## config.mk

```make
export PLATFORM = sky130hd
export DESIGN_NAME = slot_ram
export DESIGN_NICKNAME = d
export VERILOG_FILES = /design/src/source/slot_ram.sv
export VERILOG_INCLUDE_DIRS = /design/src /design/src/source
export SDC_FILE = /design/constraint.sdc
export NUM_CORES = 2
export LEC_CHECK = 0
export BUFFER_PORTS_ARGS = -buffer_cell sky130_fd_sc_hd__buf_2
export CAP_MARGIN = 15
export CELL_PAD_IN_SITES_DETAIL_PLACEMENT = 0
export CELL_PAD_IN_SITES_GLOBAL_PLACEMENT = 1
export CORE_MARGIN = 3
export CORE_UTILIZATION = 45
export CTS_CLUSTER_SIZE = 25
export DETAILED_ROUTE_END_ITERATION = 6
export PLACE_DENSITY_LB_ADDON = 0.1
export SLEW_MARGIN = 40
export SYNTH_ARGS = -nofsm -noshare
export SYNTH_HDL_FRONTEND = slang
export SYNTH_SLANG_ARGS = --single-unit
```

## constraint.sdc

```tcl
create_clock -name i_clk -period 5.5 [get_ports i_clk]
set_input_delay 0 -clock i_clk [delete_from_list [all_inputs] [get_ports i_clk]]
set_output_delay 0 -clock i_clk [all_outputs]
set_load 0.01 [all_outputs]
```

## src/source/coproc_defines.svh

```systemverilog
/*
  Global sizes and constants of the coprocessor core.
  Include this file wherever a width, a depth or the modulus is needed.
  The include guard keeps repeated includes harmless.
*/
`ifndef COPROC_DEFINES_SVH
`define COPROC_DEFINES_SVH

// Field element width and its prime modulus
`define FE_BITS 32
`define FE_PRIME 32'hFFFFFFFB

// Address widths of the slot RAM and the instruction RAM
`define SLOT_ADDR_BITS 8
`define INST_ADDR_BITS 8

// Cycles from a port B read strobe to valid data
`define READ_CYCLE 2

// Beats buffered for outgoing interrupt packets
`define IRQ_FIFO_DEPTH 8

// Width of one outgoing stream beat
`define TX_BITS 64

`endif

```

## src/source/slot_ram.sv

```systemverilog
/*
  Dual-port RAM with a fixed read latency on port B.
  Port A is a write-only host port, port B reads and writes for the core.
  The entry type is a parameter, so one block serves both RAMs.
*/
`timescale 1ns/1ps
`default_nettype none

`include "coproc_defines.svh"

module slot_ram #(
  parameter type entry_t    = logic [7:0],
  parameter int  DEPTH_BITS = 8
) (
  input  logic                   i_clk,
  input  logic                   i_a_we,
  input  logic [DEPTH_BITS-1:0]  i_a_addr,
  input  entry_t                 i_a_d,
  input  logic                   i_b_re,
  input  logic                   i_b_we,
  input  logic [DEPTH_BITS-1:0]  i_b_addr,
  input  entry_t                 i_b_d,
  output entry_t                 o_b_q
);

  entry_t mem [2**DEPTH_BITS];
  entry_t rd_pipe [`READ_CYCLE];

  always_ff @(posedge i_clk) begin
    if (i_a_we) begin
      mem[i_a_addr] <= i_a_d;
    end
    if (i_b_we) begin
      mem[i_b_addr] <= i_b_d;
    end
  end

  // Read data holds in the pipe until the next strobe
  always_ff @(posedge i_clk) begin
    if (i_b_re) begin
      rd_pipe[0] <= mem[i_b_addr];
    end
    for (int i = 1; i < `READ_CYCLE; i++) begin
      rd_pipe[i] <= rd_pipe[i-1];
    end
  end

  assign o_b_q = rd_pipe[`READ_CYCLE-1];

endmodule

`default_nettype wire

```

# ---- Word level (Yosys, flattened, before mapping)
# Memories as Yosys holds them, arrays and structs flattened.
# Cells that the tools add are included.
dict set report word_totals {
  input_bits 36
  memories 2
  latchBits 0
  ram_bits 2064
  register_bits 0
  romBits 0
  out_inout_bits 8
  elab_cells 8
}
dict set report op_classes {
  addsub 0
  n_mul 0
  magnitude_cmp 0
  reduce_logical 0
  div_mod_pow 0
  eq_ne 0
  mux 6
  shift 0
  n_bitwise 0
}
# memory words width read_ports rd_clocked_by_memory_dff wr line_no
set memory_table {}
lappend memory_table {mem 256 8 1 0 2 slot_ram.sv:26} ;# entry_t mem [2**DEPTH_BITS];
lappend memory_table {rd_pipe 2 8 2 0 2 slot_ram.sv:27} ;# entry_t rd_pipe [`READ_CYCLE];
# cell n
set op_table {}
lappend op_table {{2-to-1 mux 1 bit} 6}

# ---- Logic depth before layout (Yosys ltp)
dict set report logic_depth {
  ltp_word 2
  mapped_depth 9
  depth_no_buf 5
}

# ---- Worst setup path before layout
# OpenSTA, ideal clock, no wires.
dict set report synth_timing {
  path_type {input port to flip-flop}
  startpoint {input i_b_addr[1]}
  endpoint {memory rd_pipe[0][0] (netlist name), data pin}
  path_buffers 3
  path_stages 8
  slack_ps 3456
  required_time_ps 5225
  arrival_ps 1769
  setup_ps 275
  cell_sequence {buf_2 -> clkbuf_1 -> buf_1 -> mux4_2 -> a22oi_1 -> a21oi_1 -> o41ai_1 -> nand4_1}
}
# element line_no
set synth_rtl {}
lappend synth_rtl {{from (decl)} slot_ram.sv:21} ;# input logic [DEPTH_BITS-1:0] i_b_addr,
lappend synth_rtl {{to (decl)} slot_ram.sv:27}

==> results.cfg <==
[sta]
hold_viol = 0
slew_violations = 0
tightest_slew_ns = 1.00
max_freq_ghz = 0.288
min_period_ns = 3.47
slew_headroom_pct = 33.3
rsz0062_at_grt = no
finalSetupTns_ns = 0
final-setup-viol-count = 0
skew_ns = 0.0303
final.period_utilization_pct = 63.1
setup_slack_ns = 2.03

[global_routing]
antenna_found_initial = 12
overflow = 0
grt_pass1_vias = 63035
grt_max_degree = 142
gr-usage-all-layers_pct = 28.8
grt_pass1_wl_um = 501000

[power_and_ir_drop]
powerDensity_mw_per_mm2 = 301
seqPwrFrac_pct = 48.8
clockPowerShare_pct = 42.9
worst_ir_drop_vdd_v = 0.000274
p_sw_share_pct = 23.5
intPower_w = 0.0273
p_leak_nw = 36.1
p_sw_w = 0.00838
combinationalPowerShare_pct = 8.3

[worst_setup_path]
crit_arrival_ns = 4.04
critPathSlowestCell = o41ai_2
critical_path_buf_inv_count = 5
cp_cell_sequence = buf_8 -> buf_16 -> buf_12 -> buf_12 -> mux4_2 -> a22oi_1 -> a21oi_1 -> o41ai_2 -> buf_4 -> nand4_1
crit_fanout = 41
required_ns = 6.07
ff2ff_path_depth = 6
cp-start-kind = input port
criticalPathCategory = in2reg
path_common_cell = buf_12
cp.depth = 10
slowest_delay_ns = 0.82
critPathTopFamily = buffers and inverters
crit_path_end_kind = flip-flop

[synthesis]
synth_fp_nets = 6495
synth.top_cell.area_share_pct = 58.2
seq_area_frac_synth_pct = 58.3
synth_edf_count = 2056
ys.warnings.count = 0
syn_inst = 6459
ys_seq_elements = 2064
syn_area_mm2 = 0.106
ys.flop_type = edfxtp_1
yosysTopAreaCell = edfxtp_1
syn_avg_cell_area_um2 = 16.4
synth_common_cells = edfxtp_1 (2056), mux2_2 (2048), clkbuf_1 (614)
async_reset_ff_share_pct = 0
ys_types = 29
synthTopCellsByArea = edfxtp_1 (58%), mux2_2 (22%), mux4_2 (11%)
yosysMostFrequentCell = edfxtp_1

[finish]
drive_gt1_share_pct = 55.7
final_cell_count_no_fill = 9555
fin_nets = 6241
fillers = 19166
syn_to_final_growth_pct = 12.0

[route]
drc = 0
drtPass1Iterations = 5
drt_iter0_markers = 6837
viasPerCell = 6.54
ant_nets = 0
wirelength_um = 352000
wl_per_cell_um = 36.8
vias = 62511

[flow_run]
cap_violations = 0

[cts]
cts.path.max_buffers = 3
ctsHtreeMaxLevel = 4
postCtsSetupBuffers = 0
cts_made_buffers = 229
clock_latency_ns = 0.86
clockRootBuffer = clkbuf_16
cts.sinks = 2064
cts_tree = yes
cts.clk_slew.worst_paths_ns = 0.06

[placed_design]
hpwlAfterDp_um = 203000
dp_cells = 9061
pre_cts_slack_ns = 1.15
gp_congestion = 0.828
port_buffers = 43

[die]
io_pins = 44
row_count = 177
dieWidth_um = 492
core_area_mm2 = 0.234
start_util_pct = 45.4
die_h_um = 492
die_area_mm2 = 0.242

[min_path]
whs_path_depth = 3
hold_class = in2reg

[status]
status = finished, final reports clean
==> layer usage <==
layer,up-vias,GRT usage [%],wire length [um]
met2,2682,45.6,166000
li1,25612,-,-
met3,537,5.07,25900
met4,6,9.25,12500
met1,33674,40.4,147000
met5,-,0,41
==> state kept, by name, summed over array words and instances (netlist names) <==
name     count
rd_pipe     16
mem       2048
==> metrics by stage <==
step	total power (W)	util [%]	hold WS, ns	area [um^2]
after floorplan	0.0196	-	0.112	106000
after global placement	0.0206	46.8	0.407	109000
after detailed placement	0.0207	47.3	0.402	111000
after CTS	0.0359	50.6	0.0124	118000
after global routing	0.0367	50.8	0.0282	119000
final	0.0357	50.8	0.0422	119000
==> logic make-up after synthesis <==
group | after synthesis | share of synthesized area (%)
simple gates | 405 | 2.03
mux | 2560 | 32.6
buf+inv | 758 | 2.90
compound gates | 672 | 4.12
flops | 2064 | 58.3
==> cell usage in the layout, fill, tap and decap left out, drive strengths merged <==
| cell | count |
|---|---|
| edfxtp | 2056 |
| mux2 | 2048 |
| mux4 | 512 |
| clkbuf | 290 |
| a22oi | 256 |
| buf | 243 |
| nor2 | 222 |
| o22ai | 196 |
| a21oi | 128 |
| nand2 | 118 |
| clkinv | 108 |
| o21ai | 60 |
| o41ai | 32 |
| dlygate4sd3 | 27 |
| diode | 25 |
| bufinv | 21 |
| nand2b | 12 |
| nor2b | 12 |
| nand3 | 12 |
| nand4 | 9 |
| dfxtp | 8 |
| inv | 5 |
| and3 | 4 |
| or2 | 4 |
| and2 | 4 |
| nor3 | 4 |
| clkinvlp | 3 |
| nand3b | 2 |
| and3b | 2 |
==> timing repair <==
item                       CTS  global route
setup endpoints to repair    0             0
hold buffers                27             0
hold endpoints to repair   822             0
resized for setup            0             0
==> power by group through the flow <==
stage / registers [W] / logic [W] / clock network [W]
floorplan: 0.0177 / 0.00184 / 0
global placement: 0.0178 / 0.00282 / 0
detailed placement: 0.0178 / 0.00291 / 0
CTS: 0.0174 / 0.00294 / 0.0155
global route: 0.0174 / 0.00311 / 0.0161
finish: 0.0174 / 0.00298 / 0.0153
==> layout make-up <==
type / instances / area (um^2) / area share [%]
Timing Repair Buffer: 272 / 2890 / 2.44
Inverter: 1 / 3.75 / 0.00316
Antenna cell: 25 / 62.6 / 0.0527
Multi-Input combinational cell: 3637 / 42700 / 35.9
Tap cell: 3132 / 3920 / 3.30
Clock buffer: 288 / 6100 / 5.13
Sequential cell: 2064 / 61900 / 52.1
Clock inverter: 136 / 1220 / 1.03
==> path summary, 6_finish.rpt <==
kind,endpoint,from,slack (ns)
setup / recovery,rd_pipe[0][0]$_DFFE_PP_,i_b_addr[0],2.03
hold / removal,mem[24][1]$_DFFE_PP_,i_a_addr[1],0.04
hold reg to reg,rd_pipe[0][14]$_DFF_P_,rd_pipe[0][6]$_DFFE_PP_,0.57
setup reg to reg,rd_pipe[0][0]$_DFFE_PP_,mem[114][0]$_DFFE_PP_,2.49
==> worst register-to-register path: cells and delay by family, from the launching register on <==
kind	cells	cell delay (ns)
buffers and inverters	1	0.27
flip-flops	1	0.41
AND/OR/NAND/NOR	1	0.10
AO/OA/AOI/OAI	3	1.46
multiplexers	1	0.49
Note: power is estimated with default switching activity, not from simulation.
