--- src/source/coproc_defines.svh ---
/*
  Global sizes and constants of the coprocessor core.
  Include this file wherever a width, a depth or the modulus is needed.
  The include guard keeps repeated includes harmless.
*/
`ifndef COPROC_DEFINES_SVH
`define COPROC_DEFINES_SVH

// Field element width and its prime modulus
`define FE_BITS 32
`define FE_PRIME 32'hFFFFFFFB

// Address widths of the slot RAM and the instruction RAM
`define SLOT_ADDR_BITS 8
`define INST_ADDR_BITS 8

// Cycles from a port B read strobe to valid data
`define READ_CYCLE 2

// Beats buffered for outgoing interrupt packets
`define IRQ_FIFO_DEPTH 8

// Width of one outgoing stream beat
`define TX_BITS 64

`endif

--- src/source/mod_addsub_pipe.sv ---
/*
  Two-stage modular adder and subtractor for field elements.
  A result appears exactly two cycles after i_op_val, with no stall.
  Inputs must already be reduced below the prime.
*/
`timescale 1ns/1ps
`default_nettype none

`include "coproc_defines.svh"

module mod_addsub_pipe (
  input  logic                 i_clk,
  input  logic                 i_rst,
  input  logic                 i_op_val,
  input  logic                 i_sub,
  input  logic [`FE_BITS-1:0]  i_a,
  input  logic [`FE_BITS-1:0]  i_b,
  output logic                 o_res_val,
  output logic [`FE_BITS-1:0]  o_res
);

  localparam logic [`FE_BITS:0] PRIME_X = {1'b0, `FE_PRIME};

  logic                 s1_val;
  logic                 s1_sub;
  logic [`FE_BITS:0]    s1_raw;
  logic [`FE_BITS:0]    s2_fix;
  logic [`FE_BITS-1:0]  s2_res;

  always_ff @(posedge i_clk) begin
    if (i_rst) begin
      s1_val    <= 1'b0;
      o_res_val <= 1'b0;
    end else begin
      s1_val    <= i_op_val;
      o_res_val <= s1_val;
    end
  end

  // Top bit of the raw value is the carry or the borrow
  always_ff @(posedge i_clk) begin
    s1_sub <= i_sub;
    if (i_sub) begin
      s1_raw <= {1'b0, i_a} - {1'b0, i_b};
    end else begin
      s1_raw <= {1'b0, i_a} + {1'b0, i_b};
    end
    o_res <= s2_res;
  end

  // One correction by the prime is always enough
  always_comb begin
    s2_fix = s1_sub ? s1_raw + PRIME_X : s1_raw - PRIME_X;
    if (s1_sub) begin
      s2_res = s1_raw[`FE_BITS] ? s2_fix[`FE_BITS-1:0] : s1_raw[`FE_BITS-1:0];
    end else begin
      s2_res = (s1_raw >= PRIME_X) ? s2_fix[`FE_BITS-1:0] : s1_raw[`FE_BITS-1:0];
    end
  end

endmodule

`default_nettype wire

--- config.mk ---
export PLATFORM = sky130hd
export DESIGN_NAME = mod_addsub_pipe
export DESIGN_NICKNAME = d
export VERILOG_FILES = /design/src/source/mod_addsub_pipe.sv
export VERILOG_INCLUDE_DIRS = /design/src /design/src/source
export SDC_FILE = /design/constraint.sdc
export NUM_CORES = 1
export LEC_CHECK = 0
export BUFFER_PORTS_ARGS = -buffer_cell sky130_fd_sc_hd__clkbuf_2
export CAP_MARGIN = 20
export CORE_UTILIZATION = 46
export DETAILED_ROUTE_END_ITERATION = 10
export PLACE_DENSITY_LB_ADDON = 0.25
export SETUP_SLACK_MARGIN = 0.3
export SLEW_MARGIN = 20
export SYNTH_ARGS = -nofsm -noshare
export SYNTH_HDL_FRONTEND = slang
export SYNTH_SLANG_ARGS = --single-unit
--- constraint.sdc ---
create_clock -name i_clk -period 4.85 [get_ports i_clk]
set_input_delay 0.2425 -clock i_clk [delete_from_list [all_inputs] [get_ports i_clk]]
set_output_delay 0.2425 -clock i_clk [all_outputs]
set_load 0.05 [all_outputs]
Word-level counts from Yosys, hierarchy flattened
Cells that the tools add are included.

operators by class
  $add $sub $neg = 4
  multiply operators = 0
  divide/modulo/power cells = 0
  magnitude comparators = 1
  equality and inequality tests = 0
  shift operators = 0
  multiplexer cells = 5
  bitwise operators = 0
  reduce and logical (&&, ||, !) cells = 0

operators with widths
  kind                      count
  $mux W32                  4
  $add A32 B32 Y33          1
  $ge A33 B32 Y1 const B    1
  $mux W33                  1
  $sub A32 B32 Y33          1
  $add A32 B32 Y32 const B  1
  $sub A32 B32 Y32 const B  1

storage, ports and cells
  bits in registers = 68
  bits in latches = 0
  memory bits (writable) = 0
  bits in read-only memories = 0
  output and inout port bits = 33
  memories = 0

Longest topological paths before layout
  word-level depth = 4
  depth in mapped cells = 18
  mapped depth without buffers = 18

Least setup slack after synthesis
OpenSTA, ideal clock, no wires.

  path type = input port to flip-flop
  start = input port i_b[11]
  end = register s1_raw[25]
  arrival = 3846 ps
  slack = 922 ps
  stages on the path = 15
  path buffers = 1
  path through = or4_1 nor4b_1 a21oi_1 xnor2_1 ha_1 buf_2 a21o_1 a21oi_1 o21ai_1 a21oi_1 nor2_1 a2111oi_0 a21boi_0 or3_1 o2111ai_1

on the way
  longest elaborated chain between the ends = 2
  elaborated cells on any way between the ends = 3
  classes of those cells = 2 x add/sub; 1 x mux

ends and longest elaborated chain
  element                                                      RTL line                                      source
  from (decl)                                                  mod_addsub_pipe.sv:17                         input logic [`FE_BITS-1:0] i_b,
  $add A32 B32 Y33 / $sub A32 B32 Y33 (equally long branches)  mod_addsub_pipe.sv:46, mod_addsub_pipe.sv:44
  $mux W33 *                                                   mod_addsub_pipe.sv:43                         if (i_sub) begin
  to (signal assigned)                                         mod_addsub_pipe.sv:44                         s1_raw <= {1'b0, i_a} - {1'b0, i_b};
  to (signal assigned)                                         mod_addsub_pipe.sv:46                         s1_raw <= {1'b0, i_a} + {1'b0, i_b};
  to (decl)                                                    mod_addsub_pipe.sv:26                         logic [`FE_BITS:0] s1_raw;

Mark *: on every way between the ends. The rest lies on a longest branch, timed or not.
A chain may end at the register's enable or synchronous reset.

Worst setup path after layout
  start = input port i_b[4]
  end = register s1_raw[29]

Same word-level chain as after synthesis.

==> flow_summary.toml <==
[sta]
finalSetupViolations = 0
whs_ns = 0.0849
min_period_ns = 4.11
slew-limit-headroom_pct = 46.1
worstMarginPinSlew_ns = 0.789
finalMaxSlewViolations = 0
finalCritPeriodShare_pct = 84.8
rsz0062_at_grt = "false"
hold_viol = 0
timing.setup.tns_ns = 0
max_freq_ghz = 0.243
fin_skew_ns = 0.00875

[clock_tree]
h-tree-depth = 3
cts_root_buf = "clkbuf_16"
clock_sinks = 68
cts-resized-gates = 0
clock_path_buffers = 2
cts_setup_buffers = 0
cts_tree = "done"
cts_hold_buf = 0
path_clk_slew_ns = 0.05
clock_latency_ns = 0.34
numCtsBuffers = 9

[synthesis]
synth_edf_count = 0
syn_inst = 712
syn_nets = 845
ys_seq_area_share_pct = 24.0
ys_warn_count = 0
synth_area_per_cell_um2 = 7.98
ys_ff_latch = 68
netlist_area_um2 = 5680
async_flop_share_pct = 0
yosysUniqueCellTypes = 65
synth_ff_type = "dfxtp_1"

[power]
power_switching_uw = 1680
p_comb_share_pct = 54.3
clock_power_share_pct = 20.3
p_int_uw = 2010
p_per_area_nw_per_um2 = 552
swShare_pct = 45.6
p_leak_uw = 0.00307
worst_ir_drop_vdd_mv = 0.234
seq_power_share_pct = 25.4

[setup_path]
crit_chain = "clkbuf_2 -> nor3_1 -> nand2_1 -> nor2_1 -> nand2_1 -> nor4_1 -> a21o_1 -> xor2_1 -> ha_1 -> a21oi_1 -> o21ai_1 -> a21oi_1 -> nor2_1 -> a2111oi_0 -> a21oi_1 -> or3_1 -> o311ai_0"
required_ns = 5.06
slowest_delay_ns = 0.69
startpoint_type = "input port"
end_kind = "register"
cp_num_cells = 17
path_buf_inv = 1
critPathMaxFanout = 6
crit_top_cell = "a21oi_1"
reg2reg_to = "o_res[24]$_DFF_P_"
r2r_cells = 12
cp_top_family = "compound AO/OA/AOI/OAI gates"
reg2reg_from = "s1_sub$_DFF_P_"
crit_type = "in2reg"
cp.arrival_ns = 4.32
cpMaxStageDelayCell = "a2111oi_0"
r2r_setup_slack_ns = 1.41

[drt]
routed_wl_um = 13700
drtAntennaViolNets = 0
drt_iter0_drc = 172
route.vias.total = 5345
routedWlPerCell_um = 14.3
post-route-drc-count = 0
vias_per_cell = 5.56
drtPass1Iterations = 6

[die]
initial_core_util_pct = 47.3
core_area_um2 = 12000
die_area_um2 = 12800
die_w_um = 113
die_h_um = 113
ioPinCount = 101
row_count = 40

[placement]
placed_cell_area_um2 = 6320
dp.cells = 945
io_buffer_count = 100
dp_hpwl_um = 11200
finalWeightedCongestion = 0.906

[hold_path]
worstHoldPathCells = 2
hold_path_end = "o_res_val$_SDFF_PP0_"
hp-class = "in2reg"
hold_start = "i_rst"

[finish]
stdcell_area_um2 = 6670
stdcell_count = 961
syn2layout_area_growth_pct = 17.5
fillers = 1140
final_common_cell = "clkbuf_2"
num_antenna_cells = 0
final_util_pct = 55.5
drive_above_1_share_pct = 17.0
layout.nets = 942
final_cell_mix = "100 x clkbuf_2, 71 x nand2_1, 68 x dfxtp_1"

[global_routing]
grt_pass1_wl_um = 23100
grt_pass1_vias = 5110
grt-ovfl-total = 0
grt_max_degree = 53
antenna_found_initial = 0
grt_usage_pct = 21.9

[flow_run]
drv_cap = 0

[status]
status = "finished, final reports clean"
## routing by layer
metal	vias up	share of wire [%]	global-route usage, %
met4	0	2.5	8.07
met2	149	45	37.0
met1	2407	47	28.6
met3	26	5.4	2.95
li1	2763	-	-
met5	-	0	0
## kinds of logic after synthesis
| logic type | count (synthesis) | synth area share (%) |
|---|---|---|
| adder cells (fa/ha/maj) | 65 | 14.6 |
| buffers and inverters | 41 | 3.00 |
| AND/OR/NAND/NOR | 235 | 20.2 |
| XOR/XNOR | 86 | 13.3 |
| AO/OA/AOI/OAI | 213 | 24.2 |
| multiplexers | 4 | 0.727 |
| flip-flops | 68 | 24.0 |
## worst max-delay path by stage
stage / end / start / slack [ns]
2_1_floorplan: s1_raw[25]$_DFF_P_ / i_b[11] / 0.92
3_3_place_gp: s1_raw[31]$_DFF_P_ / i_b[4] / 0.60
3_5_place_dp: s1_raw[29]$_DFF_P_ / i_b[4] / 0.48
4_1_cts: s1_raw[29]$_DFF_P_ / i_b[4] / 0.80
5_1_grt: s1_raw[29]$_DFF_P_ / i_b[4] / 0.31
6_report: s1_raw[29]$_DFF_P_ / i_b[4] / 0.74
## cell usage after synthesis (4+ instances only)
cell type / count / area share [%]
nor3b_1: 4 / 0.53
nor2_1: 58 / 3.8
o21ai_0: 54 / 4.8
a21o_1: 27 / 3.6
nand2_1: 71 / 4.7
a21oi_1: 62 / 5.5
nor4_1: 5 / 0.55
a211oi_1: 5 / 0.66
or2_2: 4 / 0.44
a31oi_1: 12 / 1.3
a211o_1: 4 / 0.62
clkbuf_1: 12 / 0.79
xnor2_1: 60 / 9.3
and3_1: 8 / 0.88
nand2b_1: 14 / 1.5
ha_1: 63 / 14
dfxtp_1: 68 / 24
inv_1: 24 / 1.6
nor2b_1: 13 / 1.4
nor3_1: 15 / 1.3
o211ai_1: 7 / 0.93
xor2_1: 26 / 4.0
nand4_1: 9 / 0.99
o21bai_1: 4 / 0.53
o21a_1: 5 / 0.66
nand3_1: 16 / 1.4
## layout make-up
class	count	area, um2	share of cell area (%)
flip-flops and latches	68	1360	20.4
clock inverters	6	111	1.67
well taps	147	184	2.76
multi-input cells	603	4160	62.4
inverters	24	90.1	1.35
clock buffers	10	239	3.58
repair buffers	103	523	7.84
## worst reg2reg max path: stages, from the launching register on
cell and delay, ns:
dfxtp_1 0.32, buf_4 0.36, inv_1 0.19, fa_1 0.49, nor2b_1 0.17, o2111ai_1 0.16, a211oi_1 0.33, o211ai_1 0.15
o211ai_1 0.19, a31oi_1 0.21, o21ai_0 0.45, a211o_1 0.20, o211ai_1 0.09
## metrics by stage
stage / setup slack [ns] / total power, uW
final: 0.738 / 3680
after global routing: 0.313 / 3920
after CTS: 0.798 / 3690
after detailed placement: 0.477 / 2930
after global placement: 0.604 / 2890
after floorplan: 0.922 / 2480
## power groups by stage
stage	logic [uW]	registers (uW)	clock network [uW]
3_3_place_gp	1950	938	0
6_report	2000	934	749
3_5_place_dp	1980	943	0
2_1_floorplan	1100	1380	0
5_1_grt	2190	952	786
4_1_cts	2000	932	764
## state kept, by name, summed over array words and instances (netlist names)
signal and cells:
o_res_val 1, o_res 32, s1_raw 33, s1_val 1
s1_sub 1
(Power assumes the default switching activity.)
