$ cat config.mk
export PLATFORM = sky130hd
export DESIGN_NAME = interrupt_tx
export DESIGN_NICKNAME = d
export VERILOG_FILES = /design/src/source/coproc_pkg.sv /design/src/source/interrupt_tx.sv
export VERILOG_INCLUDE_DIRS = /design/src /design/src/source
export SDC_FILE = /design/constraint.sdc
export NUM_CORES = 1
export LEC_CHECK = 0
export BUFFER_PORTS_ARGS = -buffer_cell sky130_fd_sc_hd__buf_2
export CORE_MARGIN = 4
export CORE_UTILIZATION = 50
export CTS_CLUSTER_DIAMETER = 150
export DETAILED_ROUTE_END_ITERATION = 8
export PLACE_DENSITY = 0.68
export SETUP_SLACK_MARGIN = 0.05
export SYNTH_ARGS = -nofsm -noshare
export SYNTH_HDL_FRONTEND = slang
export SYNTH_SLANG_ARGS = --single-unit
export TNS_END_PERCENT = 1
$ cat constraint.sdc
create_clock -name i_clk -period 14.7 [get_ports i_clk]
set_input_delay 1.47 -clock i_clk [delete_from_list [all_inputs] [get_ports i_clk]]
set_output_delay 1.47 -clock i_clk [all_outputs]
set_load 0.01 [all_outputs]
$ cat src/source/coproc_defines.svh
/*
  Global sizes and constants of the coprocessor core.
  Include this file wherever a width, a depth or the modulus is needed.
  The include guard keeps repeated includes harmless.
*/
`ifndef COPROC_DEFINES_SVH
`define COPROC_DEFINES_SVH

// Field element width and its prime modulus
`define FE_BITS 32
`define FE_PRIME 32'hFFFFFFFB

// Address widths of the slot RAM and the instruction RAM
`define SLOT_ADDR_BITS 8
`define INST_ADDR_BITS 8

// Cycles from a port B read strobe to valid data
`define READ_CYCLE 2

// Beats buffered for outgoing interrupt packets
`define IRQ_FIFO_DEPTH 8

// Width of one outgoing stream beat
`define TX_BITS 64

`endif

$ cat src/source/coproc_pkg.sv
/*
  Shared types of the coprocessor core: opcodes, the slot and
  instruction words, the host write word and the interrupt beats.
  Modules import it inside their body and use scoped names in ports.
*/
`default_nettype none

`include "coproc_defines.svh"

package coproc_pkg;

  typedef enum logic [7:0] {
    NOOP_WAIT        = 8'h00,
    COPY_REG         = 8'h01,
    JUMP             = 8'h02,
    JUMP_IF_EQ       = 8'h03,
    JUMP_NONZERO_SUB = 8'h04,
    SEND_INTERRUPT   = 8'h06,
    ADD_ELEMENT      = 8'h0C,
    SUB_ELEMENT      = 8'h10
  } opcode_t;

  typedef enum logic [2:0] {
    SCALAR = 3'd0,
    FE     = 3'd1
  } slot_type_t;

  // One slot RAM entry, tag in the top bits
  typedef struct packed {
    slot_type_t              tag;
    logic [`FE_BITS-1:0]     dat;
  } slot_t;

  typedef struct packed {
    opcode_t                 code;
    logic [15:0]             a;
    logic [15:0]             b;
    logic [15:0]             c;
  } inst_t;

  typedef enum logic {
    WR_INST = 1'b0,
    WR_SLOT = 1'b1
  } wr_target_t;

  // Host write, payload low bits hold the entry
  typedef struct packed {
    wr_target_t                  target;
    logic [`SLOT_ADDR_BITS-1:0]  addr;
    logic [63:0]                 payload;
  } usr_wr_t;

  typedef struct packed {
    logic                    last;
    logic                    hdr;
    logic [`TX_BITS-1:0]     dat;
  } irq_beat_t;

  typedef struct packed {
    logic [`TX_BITS-1:0]     dat;
    logic                    sop;
    logic                    eop;
  } tx_beat_t;

endpackage

`default_nettype wire

$ cat src/source/interrupt_tx.sv
/*
  Interrupt packet sender.
  Buffers beats from the sequencer in a small circular FIFO and drives
  the outgoing valid/ready stream from an output register.
  Header and last flags become sop and eop.
*/
`timescale 1ns/1ps
`default_nettype none

`include "coproc_defines.svh"

module interrupt_tx (
  input  logic                   i_clk,
  input  logic                   i_rst,
  input  logic                   i_irq_push,
  input  coproc_pkg::irq_beat_t  i_irq_beat,
  output logic                   o_irq_full,
  output logic                   o_tx_val,
  output coproc_pkg::tx_beat_t   o_tx,
  input  logic                   i_tx_rdy
);

  import coproc_pkg::*;

  localparam int DEPTH    = `IRQ_FIFO_DEPTH;
  localparam int PTR_BITS = $clog2(DEPTH);

  irq_beat_t            fifo_mem [DEPTH];
  irq_beat_t            head;
  logic [PTR_BITS-1:0]  wr_ptr;
  logic [PTR_BITS-1:0]  rd_ptr;
  logic [PTR_BITS:0]    level;
  logic                 push;
  logic                 pop;

  function automatic logic [PTR_BITS-1:0] ptr_inc(input logic [PTR_BITS-1:0] p);
    return (p == PTR_BITS'(DEPTH - 1)) ? '0 : p + 1'b1;
  endfunction

  assign o_irq_full = (level == (PTR_BITS+1)'(DEPTH));
  assign head       = fifo_mem[rd_ptr];
  assign push       = i_irq_push && !o_irq_full;
  // Refill the output register when empty or on a transfer
  assign pop        = (level != '0) && (!o_tx_val || i_tx_rdy);

  always_ff @(posedge i_clk) begin
    if (i_rst) begin
      wr_ptr   <= '0;
      rd_ptr   <= '0;
      level    <= '0;
      o_tx_val <= 1'b0;
    end else begin
      if (push) begin
        wr_ptr <= ptr_inc(wr_ptr);
      end
      if (pop) begin
        rd_ptr <= ptr_inc(rd_ptr);
      end
      case ({push, pop})
        2'b10:   level <= level + 1'b1;
        2'b01:   level <= level - 1'b1;
        default: level <= level;
      endcase
      if (pop) begin
        o_tx_val <= 1'b1;
      end else if (i_tx_rdy) begin
        o_tx_val <= 1'b0;
      end
    end
  end

  always_ff @(posedge i_clk) begin
    if (push) begin
      fifo_mem[wr_ptr] <= i_irq_beat;
    end
    if (pop) begin
      o_tx.dat <= head.dat;
      o_tx.sop <= head.hdr;
      o_tx.eop <= head.last;
    end
  end

endmodule

`default_nettype wire

# Yosys cells after proc, flatten, opt, wreduce, memory -nomap -nowiden
# Memories as Yosys holds them, arrays and structs flattened. A register that Yosys moved wholly into a read port is not among the register bits.
# Index checks and enable logic that the tools add are counted.
# Widths: inputs -> output; s select.
[totals]
ff_bits = 11
mem_bits_rw = 528
inputBits = 70
output_inout_bits = 68
elab_cells = 29
mem_count = 1
[op_classes]
addsub = 4
eq_ne = 5
mux = 7
n_reduce_logical = 8
[mem_list]
columns = ["name", "words", "width", "read_ports", "rd_clocked_by_memory_dff", "write_ports", "line_no", "rtl"]
rows = [
  ["fifo_mem", 8, 66, 1, 1, 1, "interrupt_tx.sv:28", "irq_beat_t fifo_mem [DEPTH];"],
]
[ops]
columns = ["operator", "count"]
rows = [
  ["$pmux 4 s2", 1],
  ["$add 3x1->3 const B", 2],
  ["$eq 3x3->1 const B", 2],
  ["$mux 3", 2],
  ["$add 4x1->4 const B", 1],
  ["$eq 4x4->1 const B", 1],
  ["$mux 1", 4],
  ["$reduce_bool 2->1", 2],
  ["$reduce_bool 4->1", 1],
  ["$sub 4x1->4 const B", 1],
  ["$eq 2x1->1 const B", 1],
  ["$eq 2x2->1 const B", 1],
  ["$logic_and 1x1->1", 2],
  ["$logic_not 1->1", 2],
  ["$logic_or 1x1->1", 1],
]

# Longest topological paths before layout
[logic_depth]
ltp_word = 5
mapped_depth = 11
depth_no_buf = 9

# Worst setup path before layout
# OpenSTA, ideal clock, no wires.
[synth_timing]
path_type = "in2reg"
start = "input port i_irq_push"
end = "memory fifo_mem[0][0] in the netlist's numbering, enable pin"
setup_time_ns = 0.653
t_arrival_ns = 8.067
required_ns = 14.047
path_slack_ns = 5.980
cell_stages = 3
path_buffers = 1
cell_sequence = "a21bo_1 > buf_2 > nor4_1"
[synth_between]
elab_chain_len = 3
[synth_lines]
columns = ["element", "line_no", "rtl"]
rows = [
  ["start: declaration", "interrupt_tx.sv:15", "input logic i_irq_push,"],
  ["$logic_and 1x1->1", "interrupt_tx.sv:42", "assign push = i_irq_push && !o_irq_full;"],
  ["$mux 1", "interrupt_tx.sv:73", "if (push) begin"],
  ["$mux 1 (not written as such)", "interrupt_tx.sv:74", "fifo_mem[wr_ptr] <= i_irq_beat;"],
  ["end: declaration", "interrupt_tx.sv:28", ""],
]
# No other way between the ends.

# Worst setup path after layout
[layout_timing]
start = "input port i_tx_rdy"
end = "register level[3]"
[layout_between]
elab_chain_len = 4
word_cells_on_any_way = 6
classes_between = "eq/ne: 2; mux: 1; reduce/logical: 3"
[layout_lines]
columns = ["element", "line_no", "rtl"]
rows = [
  ["start: declaration", "interrupt_tx.sv:20", "input logic i_tx_rdy"],
  ["$logic_or 1x1->1 *", "interrupt_tx.sv:44", "assign pop = (level != '0) && (!o_tx_val || i_tx_rdy);"],
  ["$logic_and 1x1->1 *", "interrupt_tx.sv:44", ""],
  ["via pop", "interrupt_tx.sv:34", "logic pop;"],
  ["$eq 2x1->1 / $eq 2x2->1 (equally long branches)", "interrupt_tx.sv:59", "case ({push, pop})"],
  ["$pmux 4 s2 / $reduce_bool 2->1 (equally long branches)", "--", ""],
  ["end signal: assignment", "interrupt_tx.sv:60", "2'b10: level <= level + 1'b1;"],
  ["end signal: assignment", "interrupt_tx.sv:61", "2'b01: level <= level - 1'b1;"],
  ["end signal: assignment", "interrupt_tx.sv:62", "default: level <= level;"],
  ["end: declaration", "interrupt_tx.sv:32", "logic [PTR_BITS:0] level;"],
]
# Mark *: on every way through the listed nets, which the timed path passes. The rest lies on a longest branch.
# A chain may end at the register's enable or synchronous reset.

==> flow_metrics.tcl <==
set metrics [dict create \
    p_sw_mw 1.15 \
    powerDensity_nw_per_um2 180 \
    cts_buffers 58 \
    yosysSeqAreaShare 0.793 \
    io_pins 138 \
    swShare 0.246 \
    gp_congestion 0.700 \
    finalSetupViolations 0 \
    synth-simple-area-share 0.00818 \
    wl_um 40600 \
    crit_family "compound AO/OA/AOI/OAI gates" \
    synth_enable_flop_cells 594 \
    placed_cells 1612 \
    drcViolationCount 0 \
    fp.dieW_um 221 \
    row_count 77 \
    synth_top_family_by_area "multiplexers" \
    fin_skew_ns 0.0220 \
    port_buffers 137 \
    synth_xor_area_frac 0.00115 \
    syn_area_um2 22800 \
    synth_mux_area_frac 0.178 \
    ir_worst_vdd_mv 0.121 \
    max-clock-path-buffers 3 \
    vias_per_cell 5.55 \
    stdcell_count 1726 \
    area_growth_pct 14.7 \
    ys_types 34 \
    dpl.hpwl_um 21500 \
    root_buffer "clkbuf_16" \
    clkLatencyLatePin_ns 0.60 \
    slowest_delay_ns 0.83 \
    seq_power_share 0.475 \
    grt_pass1_vias 10200 \
    grt_max_degree 67 \
    p_int_mw 3.55 \
    syn-num-nets 984 \
    status "finished clean" \
    grt_overflow 0 \
    postCtsSetupBuffers 0 \
    rsz0062_at_grt "false" \
    period_needed_ns 3.33 \
    wl_per_cell_um 23.5 \
    finalNetCount 1157 \
    die_h_um 221 \
    cts_tree "yes" \
    maxSlewHeadroom 0.237 \
    setup.worst_path.start "i_tx_rdy" \
    synth_adder_area_share 0.00384 \
    p_comb_frac 0.194 \
    fillers 3147 \
    synthFlopType "edfxtp_1" \
    r2r-start "rd_ptr[0]" \
    tns_ns 0 \
    synthArstFlopShare 0 \
    fin_crit_sh 0.227 \
    final_common_cell "edfxtp_1" \
    required_ns 15.18 \
    grt_pass1_wl_um 62700 \
    htreeDepth 2 \
    drive_above_1_share 0.390 \
    max_freq_mhz 300 \
    cap_violations 0 \
    placedInstanceArea_um2 24100 \
    fp.coreArea_um2 44600 \
    crit_fanout 25 \
    worstPathCellList "buf_2 -> inv_1 -> a21oi_4 -> ha_1 -> nor4b_1 -> o21ai_1 -> o31ai_1 -> mux2_1" \
    hold_class "register to register" \
    yosysWarnings 0 \
    timing.critical_path.slowest_stage_cell "a21oi_4" \
    netlist_instances 907 \
    slew_viol_final 0 \
    cts.repair.resized 0 \
    vias 9586 \
    avgSynthCellArea_um2 25.1 \
    synth_compound_area_frac 0.00297 \
    final_cell_mix "594 x edfxtp_1, 137 x buf_2, 116 x mux4_2" \
    die_area_um2 49000 \
    ys_ff_latch 605 \
    antenna_found_initial 10 \
    design_area_um2 26100 \
    leakagePower_nw 8.54 \
    initial_core_util 0.511 \
    clock_power_share 0.330 \
    tightest_slew_ns 1.15 \
    cts.sinks 605 \
    grt_use_total 0.166 \
    dr.pass1.iters 5 \
    critPathArrivalTime_ns 3.81 \
    worst-path-buf-inv 2 \
    min_from "o_tx_val" \
    drt_iter0_drc 725 \
    worstSetupEndpointType "register" \
    cts_hold_buf 0 \
    ant_nets 0 \
    worstSetupPathType "input pin to register" \
    start_kind "input pin" \
    clk_pin_slew_worst_paths_ns 0.06 \
    hold_viol 0 \
]
## metrics by stage
| stage | setup WS [ns] | total power [mW] | util | hold slack, ns |
|---|---|---|---|---|
| floorplan | 5.98 | 2.95 | - | 0.489 |
| global placement | 10.79 | 3.21 | 0.540 | 0.492 |
| detailed placement | 10.72 | 3.21 | 0.540 | 0.495 |
| CTS | 11.36 | 4.77 | 0.586 | 0.503 |
| global route | 11.19 | 4.92 | 0.586 | 0.529 |
| finish | 11.37 | 4.70 | 0.586 | 0.500 |
## area by class of cell
cell class	instances	area [um^2]	share of cell area
Antenna cell	5	12.5	0.000479
Multi-Input combinational cell	260	4470	0.171
Tap cell	592	741	0.0283
Inverter	1	3.75	0.000144
Clock inverter	47	534	0.0204
Clock buffer	62	1490	0.0569
Sequential cell	605	18100	0.691
Timing Repair Buffer	154	813	0.0311
## layer usage
layer,part of all wire,global-route usage,vias up
li1,-,-,4226
met3,0.053,0.0347,66
met4,0.018,0.0464,12
met2,0.50,0.277,232
met1,0.42,0.226,5050
met5,0.0019,0,-
## flip-flops by register name, summed over array words and instances, names as in the netlist
name / count
rd_ptr: 3
level: 4
o_tx: 66
o_tx_val: 1
wr_ptr: 3
fifo_mem: 528
## worst paths after layout
| check | slack (ns) | depth (start not counted) | endpoint |
|---|---|---|---|
| worst min register to register | 0.50 | 2 | o_tx_val |
| worst min-delay path | 0.50 | 2 | o_tx_val |
| worst max register to register | 11.73 | 3 | o_tx[19] |
| worst max-delay path | 11.37 | 8 | level[3] |
## logic make-up (layout without fill, tap and decap cells)
logic type                 after synthesis  count (layout)
DFF                                    605             605
muxes                                  203             203
buffers and inverters                   42             264
and+or+nand+nor                         35              35
AOI/OAI and AO/OA                       12              12
adders and majority gates                7               7
xor gates and xnor gates                 3               3
other                                    0               5
## power by group through the flow
stage          clock network [mW]  registers [mW]  logic, mW
3_5_place_dp                    0            2.27      0.935
2_1_floorplan                   0            2.29      0.661
3_3_place_gp                    0            2.27      0.931
6_report                     1.55            2.23      0.913
4_1_cts                      1.59            2.24      0.941
5_1_grt                      1.67            2.25      0.988
## synthesized netlist by cell type (2+ instances only)
| master | n | area (um^2) |
|---|---|---|
| mux4_1 | 16 | 420 |
| buf_2 | 18 | 90.1 |
| mux2_4 | 58 | 871 |
| o21ai_0 | 2 | 10.0 |
| clkbuf_4 | 2 | 15.0 |
| nand2_1 | 5 | 18.8 |
| mux2i_1 | 4 | 40.0 |
| edfxtp_1 | 594 | 17800 |
| or3_1 | 2 | 12.5 |
| clkbuf_1 | 12 | 45.0 |
| mux4_2 | 116 | 2610 |
| buf_12 | 7 | 140 |
| mux2_2 | 8 | 90.1 |
| nand2b_1 | 3 | 18.8 |
| a21oi_1 | 7 | 35.0 |
| nor2b_1 | 2 | 12.5 |
| nor2_1 | 10 | 37.5 |
| ha_1 | 7 | 87.6 |
| nor4_1 | 2 | 12.5 |
| nand3b_1 | 2 | 15.0 |
| dfxtp_1 | 11 | 220 |
| xor2_1 | 3 | 26.3 |
| nor3_1 | 5 | 25.0 |
## worst reg2reg max path, cell delays in order, from the launching register on
cell,delay (ns)
dfxtp_4,0.83
buf_4,0.89
mux4_1,0.69
mux2_4,0.30
No activity file was read; power rests on OpenSTA's default activity.
