### src/source/coproc_defines.svh
/*
  Global sizes and constants of the coprocessor core.
  Include this file wherever a width, a depth or the modulus is needed.
  The include guard keeps repeated includes harmless.
*/
`ifndef COPROC_DEFINES_SVH
`define COPROC_DEFINES_SVH

// Field element width and its prime modulus
`define FE_BITS 32
`define FE_PRIME 32'hFFFFFFFB

// Address widths of the slot RAM and the instruction RAM
`define SLOT_ADDR_BITS 8
`define INST_ADDR_BITS 8

// Cycles from a port B read strobe to valid data
`define READ_CYCLE 2

// Beats buffered for outgoing interrupt packets
`define IRQ_FIFO_DEPTH 8

// Width of one outgoing stream beat
`define TX_BITS 64

`endif

### src/source/coproc_pkg.sv
/*
  Shared types of the coprocessor core: opcodes, the slot and
  instruction words, the host write word and the interrupt beats.
  Modules import it inside their body and use scoped names in ports.
*/
`default_nettype none

`include "coproc_defines.svh"

package coproc_pkg;

  typedef enum logic [7:0] {
    NOOP_WAIT        = 8'h00,
    COPY_REG         = 8'h01,
    JUMP             = 8'h02,
    JUMP_IF_EQ       = 8'h03,
    JUMP_NONZERO_SUB = 8'h04,
    SEND_INTERRUPT   = 8'h06,
    ADD_ELEMENT      = 8'h0C,
    SUB_ELEMENT      = 8'h10
  } opcode_t;

  typedef enum logic [2:0] {
    SCALAR = 3'd0,
    FE     = 3'd1
  } slot_type_t;

  // One slot RAM entry, tag in the top bits
  typedef struct packed {
    slot_type_t              tag;
    logic [`FE_BITS-1:0]     dat;
  } slot_t;

  typedef struct packed {
    opcode_t                 code;
    logic [15:0]             a;
    logic [15:0]             b;
    logic [15:0]             c;
  } inst_t;

  typedef enum logic {
    WR_INST = 1'b0,
    WR_SLOT = 1'b1
  } wr_target_t;

  // Host write, payload low bits hold the entry
  typedef struct packed {
    wr_target_t                  target;
    logic [`SLOT_ADDR_BITS-1:0]  addr;
    logic [63:0]                 payload;
  } usr_wr_t;

  typedef struct packed {
    logic                    last;
    logic                    hdr;
    logic [`TX_BITS-1:0]     dat;
  } irq_beat_t;

  typedef struct packed {
    logic [`TX_BITS-1:0]     dat;
    logic                    sop;
    logic                    eop;
  } tx_beat_t;

endpackage

`default_nettype wire

### src/source/inst_sequencer.sv
/*
  Fetch, decode and execute engine of the coprocessor.
  Owns port B of the instruction RAM and the slot RAM, feeds the
  add/sub pipe and queues interrupt beats. Idles in NOOP_WAIT until
  a start pulse gives a new instruction pointer.
*/
`timescale 1ns/1ps
`default_nettype none

`include "coproc_defines.svh"

module inst_sequencer (
  input  logic                        i_clk,
  input  logic                        i_rst,
  input  logic                        i_start,
  input  logic [`INST_ADDR_BITS-1:0]  i_start_pt,
  output logic                        o_inst_re,
  output logic [`INST_ADDR_BITS-1:0]  o_inst_addr,
  input  coproc_pkg::inst_t           i_inst,
  output logic                        o_slot_re,
  output logic                        o_slot_we,
  output logic [`SLOT_ADDR_BITS-1:0]  o_slot_addr,
  output coproc_pkg::slot_t           o_slot_d,
  input  coproc_pkg::slot_t           i_slot,
  output logic                        o_op_val,
  output logic                        o_op_sub,
  output logic [`FE_BITS-1:0]         o_op_a,
  output logic [`FE_BITS-1:0]         o_op_b,
  input  logic                        i_res_val,
  input  logic [`FE_BITS-1:0]         i_res,
  output logic                        o_irq_push,
  output coproc_pkg::irq_beat_t       o_irq_beat,
  input  logic                        i_irq_full
);

  import coproc_pkg::*;

  // Header holds tag [15:0], first slot type, then count
  localparam int HDR_PAD = `TX_BITS - 32 - $bits(slot_type_t);
  localparam int DAT_PAD = `TX_BITS - $bits(slot_t);

  opcode_t                      state;
  logic [2:0]                   cnt;
  inst_t                        inst_q;
  slot_t                        hold_q;
  logic [`INST_ADDR_BITS-1:0]   next_pt;
  logic [15:0]                  remain;
  logic [`READ_CYCLE:0]         inst_rd;
  logic [`READ_CYCLE:0]         slot_rd;
  logic                         can_push;
  logic [`SLOT_ADDR_BITS-1:0]   slot_a;
  logic [`SLOT_ADDR_BITS-1:0]   slot_b;
  logic [`SLOT_ADDR_BITS-1:0]   slot_c;
  logic [`INST_ADDR_BITS-1:0]   jump_pt;
  logic [`INST_ADDR_BITS-1:0]   pc_inc;

  assign slot_a  = inst_q.a[`SLOT_ADDR_BITS-1:0];
  assign slot_b  = inst_q.b[`SLOT_ADDR_BITS-1:0];
  assign slot_c  = inst_q.c[`SLOT_ADDR_BITS-1:0];
  assign jump_pt = inst_q.a[`INST_ADDR_BITS-1:0];
  assign pc_inc  = o_inst_addr + 1'b1;

  // A pending push is not yet counted in the FIFO level
  assign can_push = !i_irq_full && !o_irq_push;

  task automatic next_inst(input logic [`INST_ADDR_BITS-1:0] pt);
    if (inst_rd == '0) begin
      o_inst_addr <= pt;
      o_inst_re   <= 1'b1;
      inst_rd[0]  <= 1'b1;
    end
    if (inst_rd[`READ_CYCLE]) begin
      inst_q <= i_inst;
      state  <= i_inst.code;
      cnt    <= '0;
    end
  endtask

  task automatic read_slot(input logic [`SLOT_ADDR_BITS-1:0] addr);
    o_slot_addr <= addr;
    o_slot_re   <= 1'b1;
    slot_rd[0]  <= 1'b1;
  endtask

  task automatic write_slot(input logic [`SLOT_ADDR_BITS-1:0] addr, input slot_t d);
    o_slot_addr <= addr;
    o_slot_we   <= 1'b1;
    o_slot_d    <= d;
  endtask

  always_ff @(posedge i_clk) begin
    if (i_rst) begin
      state       <= NOOP_WAIT;
      cnt         <= '0;
      o_inst_addr <= '0;
      o_inst_re   <= 1'b0;
      o_slot_re   <= 1'b0;
      o_slot_we   <= 1'b0;
      o_op_val    <= 1'b0;
      o_irq_push  <= 1'b0;
      inst_rd     <= '0;
      slot_rd     <= '0;
    end else begin
      o_inst_re  <= 1'b0;
      o_slot_re  <= 1'b0;
      o_slot_we  <= 1'b0;
      o_op_val   <= 1'b0;
      o_irq_push <= 1'b0;
      inst_rd    <= inst_rd << 1;
      slot_rd    <= slot_rd << 1;

      case (state)
        NOOP_WAIT: begin
          if (cnt == 3'd0) begin
            if (i_start) begin
              next_inst(i_start_pt);
              cnt <= 3'd1;
            end
          end else begin
            next_inst(o_inst_addr);
          end
        end
        JUMP: next_inst(jump_pt);
        JUMP_IF_EQ: begin
          case (cnt)
            3'd0: begin
              read_slot(slot_b);
              cnt <= 3'd1;
            end
            3'd1: begin
              if (slot_rd[`READ_CYCLE]) begin
                hold_q <= i_slot;
                read_slot(slot_c);
                cnt <= 3'd2;
              end
            end
            3'd2: begin
              if (slot_rd[`READ_CYCLE]) begin
                next_pt <= (hold_q.dat == i_slot.dat) ? jump_pt : pc_inc;
                cnt <= 3'd3;
              end
            end
            default: next_inst(next_pt);
          endcase
        end
        JUMP_NONZERO_SUB: begin
          case (cnt)
            3'd0: begin
              read_slot(slot_b);
              cnt <= 3'd1;
            end
            3'd1: begin
              if (slot_rd[`READ_CYCLE]) begin
                if (i_slot.dat != '0) begin
                  write_slot(slot_b, '{tag: i_slot.tag, dat: i_slot.dat - 1'b1});
                  next_pt <= jump_pt;
                end else begin
                  next_pt <= pc_inc;
                end
                cnt <= 3'd2;
              end
            end
            default: next_inst(next_pt);
          endcase
        end
        COPY_REG: begin
          case (cnt)
            3'd0: begin
              read_slot(slot_a);
              cnt <= 3'd1;
            end
            3'd1: begin
              if (slot_rd[`READ_CYCLE]) begin
                write_slot(slot_b, i_slot);
                cnt <= 3'd2;
              end
            end
            default: next_inst(pc_inc);
          endcase
        end
        ADD_ELEMENT, SUB_ELEMENT: begin
          case (cnt)
            3'd0: begin
              read_slot(slot_a);
              cnt <= 3'd1;
            end
            3'd1: begin
              if (slot_rd[`READ_CYCLE]) begin
                hold_q <= i_slot;
                read_slot(slot_b);
                cnt <= 3'd2;
              end
            end
            3'd2: begin
              if (slot_rd[`READ_CYCLE]) begin
                o_op_a   <= hold_q.dat;
                o_op_b   <= i_slot.dat;
                o_op_sub <= (state == SUB_ELEMENT);
                o_op_val <= 1'b1;
                cnt <= 3'd3;
              end
            end
            3'd3: begin
              // Result keeps the type of slot a
              if (i_res_val) begin
                write_slot(slot_c, '{tag: hold_q.tag, dat: i_res});
                cnt <= 3'd4;
              end
            end
            default: next_inst(pc_inc);
          endcase
        end
        SEND_INTERRUPT: begin
          case (cnt)
            3'd0: begin
              read_slot(slot_a);
              remain <= inst_q.c;
              cnt <= 3'd1;
            end
            3'd1: begin
              if (slot_rd[`READ_CYCLE]) begin
                hold_q <= i_slot;
                cnt <= 3'd2;
              end
            end
            3'd2: begin
              if (can_push) begin
                o_irq_push      <= 1'b1;
                o_irq_beat.last <= (remain == '0);
                o_irq_beat.hdr  <= 1'b1;
                o_irq_beat.dat  <= {{HDR_PAD{1'b0}}, inst_q.c, hold_q.tag, inst_q.b};
                cnt <= (remain == '0) ? 3'd5 : 3'd3;
              end
            end
            3'd3: begin
              if (can_push) begin
                o_irq_push      <= 1'b1;
                o_irq_beat.last <= (remain == 16'd1);
                o_irq_beat.hdr  <= 1'b0;
                o_irq_beat.dat  <= {{DAT_PAD{1'b0}}, hold_q};
                remain <= remain - 1'b1;
                if (remain == 16'd1) begin
                  cnt <= 3'd5;
                end else begin
                  read_slot(o_slot_addr + 1'b1);
                  cnt <= 3'd4;
                end
              end
            end
            3'd4: begin
              if (slot_rd[`READ_CYCLE]) begin
                hold_q <= i_slot;
                cnt <= 3'd3;
              end
            end
            default: next_inst(pc_inc);
          endcase
        end
        default: next_inst(pc_inc);
      endcase
    end
  end

endmodule

`default_nettype wire

### config.mk
export PLATFORM = sky130hd
export DESIGN_NAME = inst_sequencer
export DESIGN_NICKNAME = d
export VERILOG_FILES = /design/src/source/coproc_pkg.sv /design/src/source/inst_sequencer.sv
export VERILOG_INCLUDE_DIRS = /design/src /design/src/source
export SDC_FILE = /design/constraint.sdc
export NUM_CORES = 1
export LEC_CHECK = 0
export BUFFER_PORTS_ARGS = -buffer_cell sky130_fd_sc_hd__buf_2
export CAP_MARGIN = 10
export CORE_MARGIN = 4
export CORE_UTILIZATION = 58
export CTS_CLUSTER_DIAMETER = 50
export DETAILED_ROUTE_END_ITERATION = 8
export PLACE_DENSITY = 0.95
export RECOVER_POWER = 50
export SLEW_MARGIN = 30
export SYNTH_ARGS = -nofsm -noshare
export SYNTH_HDL_FRONTEND = slang
export SYNTH_SLANG_ARGS = --single-unit
### constraint.sdc
create_clock -name i_clk -period 24.2 [get_ports i_clk]
set_input_delay 6.05 -clock i_clk [delete_from_list [all_inputs] [get_ports i_clk]]
set_output_delay 6.05 -clock i_clk [all_outputs]
set_load 0.1 [all_outputs]
; ---- After elaboration in Yosys (flattened, before gate mapping)
; Index checks and enable logic that the tools add are counted.
; Widths: inputs -> output; s select.
[totals]
reg_bits = 319
out_inout_bits = 187
wordCells = 224
[op_classes]
addsub = 4
n_eq_ne = 49
mux = 103
n_bitwise = 5
n_reduce_logical = 36
[op_table]
columns = operator, n
row1 = $mux 56, 7
row2 = $mux 35, 10
row3 = $pmux 56 s5, 1
row4 = $mux 8, 31
row5 = $mux 66, 2
row6 = $pmux 66 s2, 1
row7 = $pmux 35 s3, 1
row8 = $pmux 8 s2, 5
row9 = $pmux 8 s5, 2
row10 = $pmux 35 s2, 1
row11 = $pmux 8 s7, 1
row12 = $ne 2x2->1 const B, 18
row13 = $eq 32x32->1, 1
row14 = $pmux 16 s2, 1
row15 = $reduce_bool 32->1, 1
row16 = $sub 32x1->32 const B, 1
row17 = $pmux 3 s5, 2
row18 = $mux 3, 9
row19 = $ne 3x3->1 const B, 8
row20 = $pmux 8 s3, 1
row21 = $mux 1, 19
row22 = $reduce_and 9->1, 2
row23 = $add 8x1->8 const B, 2
row24 = $eq 16x1->1 const B, 1
row25 = 36 further kinds, 69

; ---- Longest topological paths before layout
[logic_depth]
depth_word = 5
mapped_depth = 10

; ---- Least setup slack after synthesis
; Ideal clock, no wire load.
[synth_path]
kind = input-to-reg
startpoint = input port i_rst
endpoint = register o_op_a[0] (enable)
setup_time_ps = 648
arrival_ps = 12608
path_slack_ps = 10945
path_stages = 3
cell_sequence = clkbuf_1 -> nand2b_1 -> nor4_1
[synth_via]
elab_chain_cells = 2
[synth_rtl]
columns = item, line_no
row1 = "start, declared", inst_sequencer.sv:14  ; input logic i_rst,
row2 = $not 1->1 (no source line), n/a
row3 = $reduce_and 4->1 (no source line), n/a
row4 = "end signal, assigned", inst_sequencer.sv:196  ; o_op_a <= hold_q.dat;
row5 = "end, declared", inst_sequencer.sv:27  ; output logic [`FE_BITS-1:0] o_op_a,
; Every way passes these cells.
; A chain may end at the register's enable or synchronous reset.

; ---- Worst setup path after layout
[layout_path]
startpoint = input port i_start
endpoint = register, netlist name inst_q[25]
[layout_via]
elab_chain_cells = 2
[layout_rtl]
columns = item, line_no
row1 = "start, declared", inst_sequencer.sv:15  ; input logic i_start,
row2 = $ne 3x3->1 (no source line), n/a
row3 = $reduce_and 6->1 (no source line), n/a
; Every way passes these cells.

==> results_tabular.tex <==
\begin{tabular}{lr}
\hline
Metric & Value \\
\hline
\multicolumn{2}{l}{\textbf{Synthesis}} \\
Number of enable-type register cells in the synthesized netlist & 244 \\
Area contributors post-synth & sky130\_fd\_sc\_hd\_\_edfxtp\_1, sky130\_fd\_sc\_hd\_\_nand2\_1, sky130\_fd\_sc\_hd\_\_dfxtp\_1 \\
Netlist area before placement & 13,100 µm² \\
Post-synthesis area per instance & 11.5 µm² \\
Gate Count Post-Synth & 1,134 \\
Flip-flop and latch count after synthesis & 272 \\
Number of warnings issued by yosys & 0 \\
Top flip-flop cell by instance count after synthesis & sky130\_fd\_sc\_hd\_\_edfxtp\_1 \\
Largest area contributor in the netlist & sky130\_fd\_sc\_hd\_\_edfxtp\_1 \\
Fraction of registers with async set or reset after synthesis & 0 \\
Area share of the largest cell type after synthesis & 0.560 \\
Register area share after synthesis & 0.603 \\
Count of distinct cell types in the synthesized netlist & 78 \\
\multicolumn{2}{l}{\textbf{Clock network}} \\
Number of buffers added for setup after CTS & 0 \\
Number of H-tree branching levels & 1 \\
Longest Clk Path Bufs & 3 \\
Sinks on the clock net & 272 \\
Number of buffers created by CTS & 30 \\
Cts repair resizes & 0 \\
CTS tree & done \\
Clock-pin slew of the registers on the worst-case setup and hold paths & 60 ps \\
Clk Tree Root Cell & sky130\_fd\_sc\_hd\_\_clkbuf\_16 \\
Number of buffers added to fix hold violations after cts & 0 \\
Clock network latency to the later pin of the worst-skew pair & 560 ps \\
\multicolumn{2}{l}{\textbf{Placed design}} \\
Routability congestion estimate & 0.931 \\
Instance area after placement & 14,700 µm² \\
Number of placed instances with taps included & 1,657 \\
Half-perimeter wire length of the detailed placement result & 29,000 µm \\
Count of input and output buffers & 285 \\
\multicolumn{2}{l}{\textbf{Setup path}} \\
Worst Setup Start Kind & primary input \\
Most frequent cell on the critical path & sky130\_fd\_sc\_hd\_\_clkbuf\_1 \\
Required time of the critical path & 24,310 ps \\
Critical path data arrival time & 9090 ps \\
Biggest fanout along the worst timing path & 40 \\
Library cell contributing the largest single delay on the critical path & sky130\_fd\_sc\_hd\_\_clkbuf\_1 \\
Cell Chain, Critical Path & clkbuf\_1 > nor3\_1 > nor4b\_2 > clkbuf\_1 > nor2b\_1 > clkbuf\_1 \\
Category of the worst setup path capture point & flop \\
Worst Setup Path Type & in -> reg \\
Largest stage delay on the critical path & 1750 ps \\
\multicolumn{2}{l}{\textbf{Timing}} \\
Final clock period utilization by the worst path & 0.371 \\
Count of final max-slew check failures & 164 \\
Peak Freq & 111 MHz \\
Pin slew with the least headroom to its limit & 2580 ps \\
Setup repair after global routing missed its margin & no \\
Sum of negative setup slack & 0 ps \\
Number of hold violations in the final report & 0 \\
Tmin final & 8980 ps \\
Slew headroom & -0.718 \\
Setup violators final & 0 \\
Post-Route Skew & 31.0 ps \\
\multicolumn{2}{l}{\textbf{Drt}} \\
Routed length per instance & 23.8 µm \\
Number of routed nets with antenna violations & 0 \\
Remaining DRCs & 0 \\
Count of routing violations after the opening detailed-route iteration & 1,321 \\
Vias per inst & 6.31 \\
Total Routed Length & 40,800 µm \\
Number of iterations in the first detailed-routing pass & 6 \\
Vias & 10,800 \\
\multicolumn{2}{l}{\textbf{Hold path}} \\
Class of the tightest hold or removal check & reg -> reg \\
\multicolumn{2}{l}{\textbf{Power and ir drop}} \\
Highest ir drop seen on vdd & 0.108 mV \\
Total Power & 0.00121 W \\
Leakage power total & 5.75 nW \\
Power density over the cells & 78.0 nW/µm² \\
\multicolumn{2}{l}{\textbf{Global route}} \\
Antenna violations before repair & 2 \\
Gr ovfl total & 0 \\
Global-route wire length before repair & 60,600 µm \\
Number of global-route vias before repair & 10,700 \\
Pin count of the biggest net entering global routing & 66 \\
Overall routing resource usage & 0.314 \\
\multicolumn{2}{l}{\textbf{Floorplan}} \\
Top-level port count & 323 \\
Core area & 22,000 µm² \\
Vertical die dimension & 158 µm \\
Die area & 25,000 µm² \\
Width of the die & 158 µm \\
Starting density of the core & 0.594 \\
Row count & 54 \\
\multicolumn{2}{l}{\textbf{Run}} \\
Max-cap violations & 4 \\
\multicolumn{2}{l}{\textbf{Status}} \\
Violations in the final reports & capacitance limit, slew limit \\
Run status & finished with violations \\
\multicolumn{2}{l}{\textbf{Layout}} \\
Share of cells above drive strength 1 & 0.241 \\
Final cell area excluding filler cells & 15,500 µm² \\
Layout area overhead & 18.5\% \\
Non-filler instance count after layout & 1,715 \\
Commonest cells after routing, fill and taps aside & sky130\_fd\_sc\_hd\_\_buf\_2, sky130\_fd\_sc\_hd\_\_edfxtp\_1, sky130\_fd\_sc\_hd\_\_nand2\_1, sky130\_fd\_sc\_hd\_\_nor2\_1, sky130\_fd\_sc\_hd\_\_clkbuf\_1 \\
Most common cell after layout, fill and taps aside & sky130\_fd\_sc\_hd\_\_buf\_2 \\
Number of filler instances in the final layout & 1,515 \\
Layout Nets & 1,551 \\
\hline
\end{tabular}
==> cell usage after synthesis (5+ instances only) <==
master and instances:
sky130_fd_sc_hd__or3_1 10, sky130_fd_sc_hd__a311oi_1 6, sky130_fd_sc_hd__a221oi_1 6, sky130_fd_sc_hd__inv_1 12
sky130_fd_sc_hd__nand2b_1 28, sky130_fd_sc_hd__mux2i_1 28, sky130_fd_sc_hd__buf_2 6, sky130_fd_sc_hd__a22oi_1 14
sky130_fd_sc_hd__nand2_1 190, sky130_fd_sc_hd__dfxtp_1 28, sky130_fd_sc_hd__a221o_1 5, sky130_fd_sc_hd__xnor2_1 32
sky130_fd_sc_hd__nand4_1 10, sky130_fd_sc_hd__o21ai_0 38, sky130_fd_sc_hd__mux2_2 13, sky130_fd_sc_hd__or2_2 5
sky130_fd_sc_hd__ha_1 6, sky130_fd_sc_hd__nor2_1 60, sky130_fd_sc_hd__nand3b_1 6, sky130_fd_sc_hd__and3_1 9
sky130_fd_sc_hd__a31oi_1 10, sky130_fd_sc_hd__clkbuf_1 44, sky130_fd_sc_hd__nor2b_1 12, sky130_fd_sc_hd__nor4_1 24
sky130_fd_sc_hd__a21oi_1 37, sky130_fd_sc_hd__nor3_1 30, sky130_fd_sc_hd__nand3_1 16, sky130_fd_sc_hd__xor2_1 47
sky130_fd_sc_hd__buf_4 31, sky130_fd_sc_hd__o21ai_1 34, sky130_fd_sc_hd__edfxtp_1 244, sky130_fd_sc_hd__o22ai_1 7
==> cell type report <==
type                       count  area (µm²)  area share
antenna                        2        5.00    0.000323
clock buffer                  35         769      0.0497
clock inverter                21         168      0.0108
inverter                      14        52.6     0.00339
multi-input combinational    789        4780       0.309
sequential                   272        7890       0.509
tap                          280         350      0.0226
timing repair buffer         302        1480      0.0954
==> power breakdown <==
group	switching (W)	total (W)	internal [W]
clock	0.000193	0.000434	0.000241
combinational	0.000168	0.000228	0.0000604
sequential	0.0000192	0.000546	0.000527
==> flip-flops by register name, indices dropped and copies added (netlist names) <==
| name | count |
|---|---|
| state | 8 |
| slot_rd | 3 |
| o_irq_push | 1 |
| cnt | 3 |
| o_op_val | 1 |
| o_slot_we | 1 |
| next_pt | 8 |
| inst_q | 40 |
| o_slot_addr | 8 |
| inst_rd | 3 |
| o_inst_addr | 8 |
| o_irq_beat | 37 |
| o_slot_d | 35 |
| remain | 16 |
| o_op_sub | 1 |
| hold_q | 35 |
| o_op_a | 32 |
| o_op_b | 32 |
==> metal layers <==
metal / track usage / up-vias / wire length, µm
met1: 0.387 / 5081 / 14000
met2: 0.527 / 897 / 19500
met5: 0 / - / 7
met3: 0.0714 / 170 / 5140
li1: - / 4675 / -
met4: 0.149 / 2 / 2200
==> kinds of logic (layout without fill, tap and decap cells) <==
kind of cell             after synthesis  count (layout)  share of synthesized area
multiplexers                          41              41                     0.0326
other                                  1              31                   0.000287
adder cells (fa/ha/maj)                6               6                    0.00574
AO/OA/AOI/OAI                        201             201                      0.102
buffers and inverters                101             372                     0.0402
XOR/XNOR                              79              79                     0.0529
AND/OR/NAND/NOR                      433             433                      0.163
flip-flops                           272             272                      0.603
==> worst paths after layout <==
kind | slack (ps) | depth (start not counted) | startpoint | endpoint
max reg2reg | 18120 | 8 | state[2] | inst_q[25]
max | 15220 | 6 | i_start | inst_q[25]
min reg2reg | 440 | 1 | slot_rd[1] | slot_rd[2]
min | 440 | 1 | slot_rd[1] | slot_rd[2]
==> worst max-delay path, delay by kind of cell <==
kind,cells,cell delay (ps)
buffers and inverters,3,2410
AND/OR/NAND/NOR,3,570
==> metrics by stage <==
stage,hold WS (ps),utilization,worst slack (ps)
final,441,0.703,15220
after CTS,447,0.708,16200
after global routing,465,0.703,14970
after detailed placement,431,0.666,15720
after global placement,420,0.666,15810
after floorplan,414,-,10940
Note: power is estimated with default switching activity, not from simulation.
